`config.mk`:
```
export PLATFORM = sky130hd
export DESIGN_NAME = avmm_mem_subsystem_top
export DESIGN_NICKNAME = d
export VERILOG_FILES = /design/src/hw/mem_map_pkg.sv /design/src/hw/avmm_pkg.sv /design/src/hw/avmm_mem_subsystem_top.sv /design/src/hw/avmm_mem_slave.sv /design/src/hw/avmm_rr_arbiter.sv /design/src/hw/avmm_reg_stage.sv
export SDC_FILE = /design/constraint.sdc
export NUM_CORES = 2
export LEC_CHECK = 0
export BUFFER_PORTS_ARGS = -buffer_cell sky130_fd_sc_hd__clkbuf_2
export CAP_MARGIN = 20
export CELL_PAD_IN_SITES_DETAIL_PLACEMENT = 1
export CELL_PAD_IN_SITES_GLOBAL_PLACEMENT = 2
export CORE_MARGIN = 3
export CORE_UTILIZATION = 30
export CTS_CLUSTER_DIAMETER = 200
export DETAILED_ROUTE_END_ITERATION = 6
export HOLD_SLACK_MARGIN = 0.05
export PLACE_DENSITY_LB_ADDON = 0.1
export SETUP_SLACK_MARGIN = 0.1
export SKIP_LAST_GASP = 1
export SLEW_MARGIN = 30
export SYNTH_ARGS = -nofsm -noshare
export SYNTH_HDL_FRONTEND = slang
export SYNTH_SLANG_ARGS = --single-unit
```
`constraint.sdc`:
```
create_clock -name mem_slave -period 8.5 [get_ports mem_slave]
set_input_delay 0.425 -clock mem_slave [delete_from_list [all_inputs] [get_ports mem_slave]]
set_output_delay 0.425 -clock mem_slave [all_outputs]
set_load 0.05 [all_outputs]
```
`src/hw/mem_map_pkg.sv`:
```
// Sizing of the memory side of the subsystem
// Memory depth, slave request queue and its skid room, service pacing
// Register stage counts and the depth of the read routing FIFO

`default_nettype none

package mem_map_pkg;

    localparam int MEM_DEPTH = 64;

    // Stage counts of the register stage between arbiter and slave
    localparam int REG_STAGES = 2;
    localparam int WAITREQUEST_STAGES = 2;

    // The slave keeps REQ_SKID entries free for requests already in flight
    // Must cover REG_STAGES + WAITREQUEST_STAGES + 2
    localparam int REQ_QUEUE_DEPTH = 12;
    localparam int REQ_SKID = 6;

    // Cycles between two pops of the slave's request queue
    localparam int SERVICE_INTERVAL = 2;

    // Outstanding reads that the arbiter can track
    localparam int RESP_ID_DEPTH = 16;

endpackage

`default_nettype wire

```
`src/hw/avmm_pkg.sv`:
```
// Bus shape shared by every block of the shared-memory subsystem
// Word address, data word and byte enable widths
// Number of peer masters that the arbiter serves

`default_nettype none

package avmm_pkg;

    // Word address, so one address selects a full data word
    localparam int ADDR_WIDTH = 6;

    // Data word carried by readdata and writedata
    localparam int DATA_WIDTH = 32;

    // One enable per byte lane of the data word
    localparam int BE_WIDTH = DATA_WIDTH / 8;

    // Peer masters sharing the memory
    // This sets the width of the arbiter's master-side vectors
    localparam int N_MASTERS = 2;

endpackage

`default_nettype wire
```
`src/hw/avmm_mem_subsystem_top.sv`:
```
// Top level of the shared-memory subsystem
// Peer masters go through the round-robin arbiter, then the register
// stage, then reach the word memory slave

`timescale 1ns/1ps
`default_nettype none

module avmm_mem_subsystem_top
(
    input  logic                                                   mem_slave,
    input  logic                                                   reset,
    input  logic [avmm_pkg::N_MASTERS-1:0]                         m_read,
    input  logic [avmm_pkg::N_MASTERS-1:0]                         m_write,
    input  logic [avmm_pkg::N_MASTERS-1:0][avmm_pkg::ADDR_WIDTH-1:0] m_address,
    input  logic [avmm_pkg::N_MASTERS-1:0][avmm_pkg::DATA_WIDTH-1:0] m_writedata,
    input  logic [avmm_pkg::N_MASTERS-1:0][avmm_pkg::BE_WIDTH-1:0]   m_byteenable,
    output logic [avmm_pkg::N_MASTERS-1:0]                         m_waitrequest,
    output logic [avmm_pkg::N_MASTERS-1:0][avmm_pkg::DATA_WIDTH-1:0] m_readdata,
    output logic [avmm_pkg::N_MASTERS-1:0]                         m_readdatavalid
);
    import avmm_pkg::*;
    import mem_map_pkg::*;

    // Arbiter to register stage
    logic                  up_read;
    logic                  up_write;
    logic [ADDR_WIDTH-1:0] up_address;
    logic [DATA_WIDTH-1:0] up_writedata;
    logic [BE_WIDTH-1:0]   up_byteenable;
    logic                  up_waitrequest;
    logic [DATA_WIDTH-1:0] up_readdata;
    logic                  up_readdatavalid;

    // Register stage to memory slave
    logic                  dn_read;
    logic                  dn_write;
    logic [ADDR_WIDTH-1:0] dn_address;
    logic [DATA_WIDTH-1:0] dn_writedata;
    logic [BE_WIDTH-1:0]   dn_byteenable;
    logic                  dn_waitrequest;
    logic [DATA_WIDTH-1:0] dn_readdata;
    logic                  dn_readdatavalid;

    avmm_rr_arbiter u_arbiter (.*);

    // Stage counts must stay within the slave's skid room
    avmm_reg_stage
    #(
        .N_REG_STAGES(REG_STAGES),
        .N_WAITREQUEST_STAGES(WAITREQUEST_STAGES)
    )
    u_reg_stage (.*);

    avmm_mem_slave u_mem (.*);

endmodule

`default_nettype wire

```
`src/hw/avmm_mem_slave.sv`:
```
// Word memory slave at the end of the subsystem
// Every request strobe is pushed into a queue in the cycle it arrives
// The queue head is served at most once per SERVICE_INTERVAL cycles
// Waitrequest rises while fewer than REQ_SKID entries are free

`timescale 1ns/1ps
`default_nettype none

module avmm_mem_slave
(
    input  logic                            mem_slave,
    input  logic                            reset,
    input  logic                            dn_read,
    input  logic                            dn_write,
    input  logic [avmm_pkg::ADDR_WIDTH-1:0] dn_address,
    input  logic [avmm_pkg::DATA_WIDTH-1:0] dn_writedata,
    input  logic [avmm_pkg::BE_WIDTH-1:0]   dn_byteenable,
    output logic                            dn_waitrequest,
    output logic [avmm_pkg::DATA_WIDTH-1:0] dn_readdata,
    output logic                            dn_readdatavalid
);
    import avmm_pkg::*;
    import mem_map_pkg::*;

    localparam int PTR_W = $clog2(REQ_QUEUE_DEPTH);
    localparam int CNT_W = $clog2(REQ_QUEUE_DEPTH + 1);
    localparam int PACE_W = $clog2(SERVICE_INTERVAL + 1);

    logic                  q_write [REQ_QUEUE_DEPTH];
    logic [ADDR_WIDTH-1:0] q_addr [REQ_QUEUE_DEPTH];
    logic [DATA_WIDTH-1:0] q_data [REQ_QUEUE_DEPTH];
    logic [BE_WIDTH-1:0]   q_be [REQ_QUEUE_DEPTH];
    logic [DATA_WIDTH-1:0] mem [MEM_DEPTH];
    logic [PTR_W-1:0]      wr_ptr;
    logic [PTR_W-1:0]      rd_ptr;
    logic [CNT_W-1:0]      count;
    logic [CNT_W-1:0]      count_next;
    logic [PACE_W-1:0]     pace;
    logic                  push;
    logic                  pop;

    // Strobes are taken unconditionally because waitrequest is only a hint
    assign push = dn_read || dn_write;
    assign pop = (count != '0) && (pace == '0);
    assign count_next = count + CNT_W'(push) - CNT_W'(pop);

    always_ff @(posedge mem_slave)
    begin
        if (push)
        begin
            q_write[wr_ptr] <= dn_write;
            q_addr[wr_ptr] <= dn_address;
            q_data[wr_ptr] <= dn_writedata;
            q_be[wr_ptr] <= dn_byteenable;
        end
    end

    always_ff @(posedge mem_slave)
    begin
        if (reset)
        begin
            wr_ptr <= '0;
            rd_ptr <= '0;
            count <= '0;
            pace <= '0;
            dn_waitrequest <= 1'b1;
            dn_readdatavalid <= 1'b0;
        end
        else
        begin
            if (push)
                wr_ptr <= (wr_ptr == PTR_W'(REQ_QUEUE_DEPTH - 1)) ? '0 : wr_ptr + 1'b1;
            if (pop)
                rd_ptr <= (rd_ptr == PTR_W'(REQ_QUEUE_DEPTH - 1)) ? '0 : rd_ptr + 1'b1;
            count <= count_next;
            // The pace counter holds off the next pop after each service
            if (pop)
                pace <= PACE_W'(SERVICE_INTERVAL - 1);
            else if (pace != '0)
                pace <= pace - 1'b1;
            // Built from the next count, so it tracks the queue without lag
            dn_waitrequest <= (REQ_QUEUE_DEPTH - int'(count_next)) < REQ_SKID;
            dn_readdatavalid <= pop && !q_write[rd_ptr];
        end
    end

    // Writes merge only the enabled byte lanes into the stored word
    always_ff @(posedge mem_slave)
    begin
        if (reset)
        begin
            for (int i = 0; i < MEM_DEPTH; i++)
                mem[i] <= '0;
        end
        else if (pop && q_write[rd_ptr])
        begin
            for (int b = 0; b < BE_WIDTH; b++)
            begin
                if (q_be[rd_ptr][b])
                    mem[q_addr[rd_ptr]][8*b +: 8] <= q_data[rd_ptr][8*b +: 8];
            end
        end
    end

    always_ff @(posedge mem_slave)
    begin
        if (pop)
            dn_readdata <= mem[q_addr[rd_ptr]];
    end

    // The skid room upstream must be large enough that this never fires
    a_no_push_full: assert property (@(posedge mem_slave) disable iff (reset)
        push |-> (count != CNT_W'(REQ_QUEUE_DEPTH)));

endmodule

`default_nettype wire

```
`src/hw/avmm_rr_arbiter.sv`:
```
// Round-robin arbiter of the peer masters onto one bus
// One requesting master is granted per cycle, priority rotates on accept
// A FIFO of master indices steers each read response back to its issuer

`timescale 1ns/1ps
`default_nettype none

module avmm_rr_arbiter
(
    input  logic                                                   mem_slave,
    input  logic                                                   reset,
    input  logic [avmm_pkg::N_MASTERS-1:0]                         m_read,
    input  logic [avmm_pkg::N_MASTERS-1:0]                         m_write,
    input  logic [avmm_pkg::N_MASTERS-1:0][avmm_pkg::ADDR_WIDTH-1:0] m_address,
    input  logic [avmm_pkg::N_MASTERS-1:0][avmm_pkg::DATA_WIDTH-1:0] m_writedata,
    input  logic [avmm_pkg::N_MASTERS-1:0][avmm_pkg::BE_WIDTH-1:0]   m_byteenable,
    output logic [avmm_pkg::N_MASTERS-1:0]                         m_waitrequest,
    output logic [avmm_pkg::N_MASTERS-1:0][avmm_pkg::DATA_WIDTH-1:0] m_readdata,
    output logic [avmm_pkg::N_MASTERS-1:0]                         m_readdatavalid,
    output logic                                                   up_read,
    output logic                                                   up_write,
    output logic [avmm_pkg::ADDR_WIDTH-1:0]                        up_address,
    output logic [avmm_pkg::DATA_WIDTH-1:0]                        up_writedata,
    output logic [avmm_pkg::BE_WIDTH-1:0]                          up_byteenable,
    input  logic                                                   up_waitrequest,
    input  logic [avmm_pkg::DATA_WIDTH-1:0]                        up_readdata,
    input  logic                                                   up_readdatavalid
);
    import avmm_pkg::*;
    import mem_map_pkg::*;

    localparam int ID_W = (N_MASTERS > 1) ? $clog2(N_MASTERS) : 1;
    localparam int PTR_W = (RESP_ID_DEPTH > 1) ? $clog2(RESP_ID_DEPTH) : 1;
    localparam int CNT_W = $clog2(RESP_ID_DEPTH + 1);

    logic [N_MASTERS-1:0] m_req;
    logic [ID_W-1:0]      prio;
    logic [ID_W-1:0]      gnt;
    logic                 gnt_valid;
    logic                 accept;
    logic [ID_W-1:0]      id_mem [RESP_ID_DEPTH];
    logic [PTR_W-1:0]     id_wr_ptr;
    logic [PTR_W-1:0]     id_rd_ptr;
    logic [CNT_W-1:0]     id_count;
    logic [ID_W-1:0]      id_head;
    logic                 id_push;
    logic                 id_pop;

    assign m_req = m_read | m_write;

    // Scan from the lowest priority up, so the master holding priority wins last
    always_comb
    begin
        gnt = prio;
        gnt_valid = 1'b0;
        for (int i = N_MASTERS - 1; i >= 0; i--)
        begin
            if (m_req[(int'(prio) + i) % N_MASTERS])
            begin
                gnt = ID_W'((int'(prio) + i) % N_MASTERS);
                gnt_valid = 1'b1;
            end
        end
    end

    // The register stage takes the request only while up_waitrequest is low
    assign accept = gnt_valid && !up_waitrequest;

    assign up_read = gnt_valid && m_read[gnt];
    assign up_write = gnt_valid && m_write[gnt];
    assign up_address = m_address[gnt];
    assign up_writedata = m_writedata[gnt];
    assign up_byteenable = m_byteenable[gnt];

    // Responses return in order, so the FIFO head names their owner
    assign id_head = id_mem[id_rd_ptr];
    assign id_push = accept && up_read;
    assign id_pop = up_readdatavalid;

    always_comb
    begin
        for (int i = 0; i < N_MASTERS; i++)
        begin
            m_waitrequest[i] = up_waitrequest || !gnt_valid || (gnt != ID_W'(i));
            m_readdata[i] = up_readdata;
            m_readdatavalid[i] = up_readdatavalid && (id_head == ID_W'(i));
        end
    end

    // Priority moves past the master that was just served
    always_ff @(posedge mem_slave)
    begin
        if (reset)
            prio <= '0;
        else if (accept)
            prio <= (gnt == ID_W'(N_MASTERS - 1)) ? '0 : gnt + 1'b1;
    end

    always_ff @(posedge mem_slave)
    begin
        if (id_push)
            id_mem[id_wr_ptr] <= gnt;
    end

    always_ff @(posedge mem_slave)
    begin
        if (reset)
        begin
            id_wr_ptr <= '0;
            id_rd_ptr <= '0;
            id_count <= '0;
        end
        else
        begin
            if (id_push)
                id_wr_ptr <= (id_wr_ptr == PTR_W'(RESP_ID_DEPTH - 1)) ? '0 : id_wr_ptr + 1'b1;
            if (id_pop)
                id_rd_ptr <= (id_rd_ptr == PTR_W'(RESP_ID_DEPTH - 1)) ? '0 : id_rd_ptr + 1'b1;
            id_count <= id_count + CNT_W'(id_push) - CNT_W'(id_pop);
        end
    end

    // Every response downstream must belong to a read accepted here
    a_no_orphan_resp: assert property (@(posedge mem_slave) disable iff (reset)
        up_readdatavalid |-> (id_count != '0));

    a_no_id_overflow: assert property (@(posedge mem_slave) disable iff (reset)
        (id_push && !id_pop) |-> (id_count != CNT_W'(RESP_ID_DEPTH)));

endmodule

`default_nettype wire

```
`src/hw/avmm_reg_stage.sv`:
```
// Register stage between the arbiter and the memory slave
// Requests and responses pass through N_REG_STAGES register slices
// Waitrequest has its own shift register of N_WAITREQUEST_STAGES
// and is treated as almost full, so the slave must absorb the requests
// that are still in flight when it raises it

`timescale 1ns/1ps
`default_nettype none

module avmm_reg_stage
#(
    parameter int N_REG_STAGES = 1,
    parameter int N_WAITREQUEST_STAGES = N_REG_STAGES
)
(
    input  logic                             mem_slave,
    input  logic                             reset,
    input  logic                             up_read,
    input  logic                             up_write,
    input  logic [avmm_pkg::ADDR_WIDTH-1:0]  up_address,
    input  logic [avmm_pkg::DATA_WIDTH-1:0]  up_writedata,
    input  logic [avmm_pkg::BE_WIDTH-1:0]    up_byteenable,
    output logic                             up_waitrequest,
    output logic [avmm_pkg::DATA_WIDTH-1:0]  up_readdata,
    output logic                             up_readdatavalid,
    output logic                             dn_read,
    output logic                             dn_write,
    output logic [avmm_pkg::ADDR_WIDTH-1:0]  dn_address,
    output logic [avmm_pkg::DATA_WIDTH-1:0]  dn_writedata,
    output logic [avmm_pkg::BE_WIDTH-1:0]    dn_byteenable,
    input  logic                             dn_waitrequest,
    input  logic [avmm_pkg::DATA_WIDTH-1:0]  dn_readdata,
    input  logic                             dn_readdatavalid
);
    import avmm_pkg::*;

    // Slice 0 is nearest the upstream side for requests
    // and nearest the downstream side for responses
    logic [N_REG_STAGES-1:0]                 rd_q;
    logic [N_REG_STAGES-1:0]                 wr_q;
    logic [N_REG_STAGES-1:0][ADDR_WIDTH-1:0] addr_q;
    logic [N_REG_STAGES-1:0][DATA_WIDTH-1:0] wdata_q;
    logic [N_REG_STAGES-1:0][BE_WIDTH-1:0]   be_q;
    logic [N_REG_STAGES-1:0]                 rvalid_q;
    logic [N_REG_STAGES-1:0][DATA_WIDTH-1:0] rdata_q;
    logic [N_WAITREQUEST_STAGES-1:0]         wait_q;

    // Request strobes, qualified by the delayed waitrequest on entry
    always_ff @(posedge mem_slave)
    begin
        rd_q[0] <= up_read && !up_waitrequest;
        wr_q[0] <= up_write && !up_waitrequest;
        for (int s = 1; s < N_REG_STAGES; s++)
        begin
            rd_q[s] <= rd_q[s-1];
            wr_q[s] <= wr_q[s-1];
        end
        if (reset)
        begin
            rd_q <= '0;
            wr_q <= '0;
        end
    end

    // Request payload only matters where a strobe is set
    always_ff @(posedge mem_slave)
    begin
        addr_q[0] <= up_address;
        wdata_q[0] <= up_writedata;
        be_q[0] <= up_byteenable;
        for (int s = 1; s < N_REG_STAGES; s++)
        begin
            addr_q[s] <= addr_q[s-1];
            wdata_q[s] <= wdata_q[s-1];
            be_q[s] <= be_q[s-1];
        end
    end

    // Responses travel the other way through the same number of slices
    always_ff @(posedge mem_slave)
    begin
        rvalid_q[0] <= dn_readdatavalid;
        rdata_q[0] <= dn_readdata;
        for (int s = 1; s < N_REG_STAGES; s++)
        begin
            rvalid_q[s] <= rvalid_q[s-1];
            rdata_q[s] <= rdata_q[s-1];
        end
        if (reset)
            rvalid_q <= '0;
    end

    // dn_waitrequest enters the waitrequest shift register at bit 0
    // Filled with ones so the masters stall until the slave is up
    always_ff @(posedge mem_slave)
    begin
        wait_q[0] <= dn_waitrequest;
        for (int s = 1; s < N_WAITREQUEST_STAGES; s++)
            wait_q[s] <= wait_q[s-1];
        if (reset)
            wait_q <= '1;
    end

    assign up_waitrequest = wait_q[N_WAITREQUEST_STAGES-1];
    assign up_readdatavalid = rvalid_q[N_REG_STAGES-1];
    assign up_readdata = rdata_q[N_REG_STAGES-1];

    assign dn_read = rd_q[N_REG_STAGES-1];
    assign dn_write = wr_q[N_REG_STAGES-1];
    assign dn_address = addr_q[N_REG_STAGES-1];
    assign dn_writedata = wdata_q[N_REG_STAGES-1];
    assign dn_byteenable = be_q[N_REG_STAGES-1];

    // The arbiter forwards one master at a time, so one strobe at most
    a_rd_wr_excl: assert property (@(posedge mem_slave) disable iff (reset)
        !(dn_read && dn_write));

endmodule

`default_nettype wire

```
==> metrics.cfg <==
[sta]
rsz0062_at_grt=no
hold_viol=0
worstMarginPinSlew_ns=1.14
fin_crit_ns=5.92
fin_crit_sh_pct=69.7
timing.max_slew.rel_slack_pct=24.1
timing.fmax_mhz=169
setup_viol=0
finalMaxSlewViolations=0
fin_ws_ns=2.58
timing.setup.tns_ns=0
skew_ns=0.0457

[clock_network]
cts_buffers=333
cts_root_buf=clkbuf_16
clk_pin_slew_ns=0.06
cts_tree=done
cts.repair.resized=0
clk_latency_ns=0.97
cts_num_sinks=2801
cts_buffer_depth=4
cts_max_level=5

[status]
status=finished clean

[worst_setup_path]
required_ns=9.07
cp-end-kind=flop
arrival_ns=6.49
startpoint_type=flop
crit_type=reg2reg
path_max_fanout=37

[yosys]
synth_top_flop_cell=edfxtp_1
syn_area_per_cell_um2=12.7
yosysWarnings=0
async_flop_share_pct=0
synth.cell_area_um2=117000
netlist-cell-type-count=74
synth-edff-count=2612
synth_seq_cells=2801
synthesis.nets=9325
seq_area_frac_synth_pct=70.3
netlist_instances=9217

[pwr]
seqPwrFrac_pct=34.9
peakVddDrop_v=0.000312
p_comb_share_pct=35.2
leakage_nw=46.2
swShare_pct=41.7
clockPowerShare_pct=29.9
finalPower_mw=47.4
p_sw_mw=19.8
internal_power_mw=27.7
power.density_nw_per_um2=350

[place]
portBuffers=157
post-place-ws_ns=2.64
place_congestion=0.853
dp.final_hpwl_mm=325

[final_layout]
fill_cells=40995
final_layout_size_suffix_gt1_share_pct=13.2
final_nets=9469
areaGrowthSynthToFinish_pct=15.8

[run]
drv_cap=0

[detailed_routing]
postRouteAntennaNets=0
viasPerCell=5.37
firstDrtPassIters=6
wl_mm=503
avgRoutedWirePerCell_um=33.9
vias=79631
drc=0
drtIter0Drc=8606

[global_route]
grt_max_degree=104
gr-total-overflow=0
antenna_found_initial=57
grt_pass1_vias=81389
track_usage_pct=24.7
grt_pass1_wl_mm=687

[die]
die_y_um=630
io_pins=158
coreArea_um2=387000
row_count=228
die_width_um=630
start_util_pct=30.2
fp.dieArea_um2=397000

[worst_hold_path]
min_path_type=in2reg

-- routing by layer --
layer / routed length (um) / up-vias / GRT usage [%]
li1: - / 33675 / -
met1: 218000 / 42648 / 33.7
met2: 240000 / 2709 / 40.9
met3: 28200 / 599 / 3.00
met4: 16600 / 0 / 7.66
met5: 0 / - / 0
-- layout by cell type (no fill, tap or decap), drive strengths merged, types with 26 or more instances in the layout --
| master | n |
|---|---|
| mux2 | 72 |
| mux4 | 153 |
| a32oi | 57 |
| nor3 | 61 |
| nand3 | 226 |
| clkinv | 133 |
| clkbuf | 576 |
| o21ai | 110 |
| inv | 32 |
| nand4 | 26 |
| mux2i | 183 |
| nand2 | 1177 |
| a221oi | 40 |
| o22ai | 44 |
| a22oi | 210 |
| dlygate4sd3 | 92 |
| buf | 259 |
| nor2 | 2251 |
| dfxtp | 189 |
| nand2b | 261 |
| a31oi | 60 |
| a222oi | 41 |
| edfxtp | 2612 |
| a211oi | 95 |
| a21oi | 404 |
-- logic make-up after synthesis --
family	share of synthesized area (%)
AO/OA/AOI/OAI	6.89
XOR/XNOR	0.0524
adder cells (fa/ha/maj)	0.208
buffers and inverters	3.11
flip-flops	70.3
multiplexers	5.21
AND/OR/NAND/NOR	14.2
-- critical path: stages (launching register included) --
cell and delay [ns]:
dfxtp_4 0.82, mux4_2 0.60, a22oi_1 0.26, o221ai_1 0.30, buf_4 0.29, nor2_1 0.21, nand2_2 0.49, buf_4 0.42
nor2_2 0.87, buf_4 0.31, nand2_1 0.32, nand2b_1 0.60
-- power by group through the flow --
| stage | combinational, mW | clock [mW] | sequential, mW |
|---|---|---|---|
| 3_5_place_dp | 16.6 | 0 | 16.9 |
| 3_3_place_gp | 16.6 | 0 | 16.9 |
| 4_1_cts | 16.7 | 14.5 | 16.6 |
| 6_report | 16.7 | 14.2 | 16.6 |
| 5_1_grt | 17.2 | 15.0 | 16.6 |
| 2_1_floorplan | 8.64 | 0 | 16.3 |
-- synth_stat cells (153+ instances only) --
cell type	instances	area, um2
nand3_1	225	1130
nand2_1	1175	4410
edfxtp_1	2612	78400
nor2_1	2245	8430
a21oi_1	389	1950
buf_2	387	1940
clkbuf_1	156	586
mux4_2	153	3450
nand2b_1	261	1630
a22oi_1	206	1550
mux2i_1	183	1830
dfxtp_1	189	3780
-- through the flow --
step | hold WS (ns) | std cells | area [um2] | util (%)
2_1_floorplan | 0.310 | 9217 | 117000 | -
3_3_place_gp | 0.310 | 14099 | 124000 | 32.0
3_5_place_dp | 0.313 | 14109 | 124000 | 32.0
4_1_cts | 0.138 | 14800 | 135000 | 35.0
5_1_grt | 0.184 | 14803 | 135000 | 35.0
6_report | 0.222 | 14825 | 135000 | 35.0
-- layout make-up --
class | count | area, um2 | share of cell area, %
Tap cell | 5175 | 6470 | 4.78
Inverter | 17 | 63.8 | 0.0471
Antenna cell | 25 | 62.6 | 0.0462
Sequential cell | 2801 | 82200 | 60.7
Timing Repair Buffer | 507 | 4060 | 3.00
Clock inverter | 179 | 1640 | 1.21
Clock buffer | 420 | 8910 | 6.58
Multi-Input combinational cell | 5701 | 32000 | 23.6
-- state kept, by name (all words and copies together) (netlist names), 48 cells and up, named ones only --
register,cells
u_mem.mem,2048
u_mem.q_addr,72
u_mem.q_be,48
u_mem.q_data,384
-- timing repair --
| item | CTS | global route |
|---|---|---|
| setup endpoints to repair | 0 | 0 |
| hold buffers | 92 | 0 |
| hold endpoints to repair | 72 | 0 |
| setup buffers | 0 | 0 |
-- path summary, 6_finish.rpt --
kind                                              end                             from  slack, ns  depth (start not counted)
setup / recovery      u_mem.mem[30][31]$_SDFFCE_PN0P_                             flop       2.58                         11
hold / removal        u_reg_stage.wdata_q[13]$_DFF_P_                  m_writedata[13]       0.22                          3
setup reg to reg      u_mem.mem[30][31]$_SDFFCE_PN0P_                             flop       2.58                         11
hold reg to reg   u_reg_stage.up_readdata[19]$_DFF_P_  u_reg_stage.rdata_q[19]$_DFF_P_       0.32                          0
(Power assumes the default switching activity.)
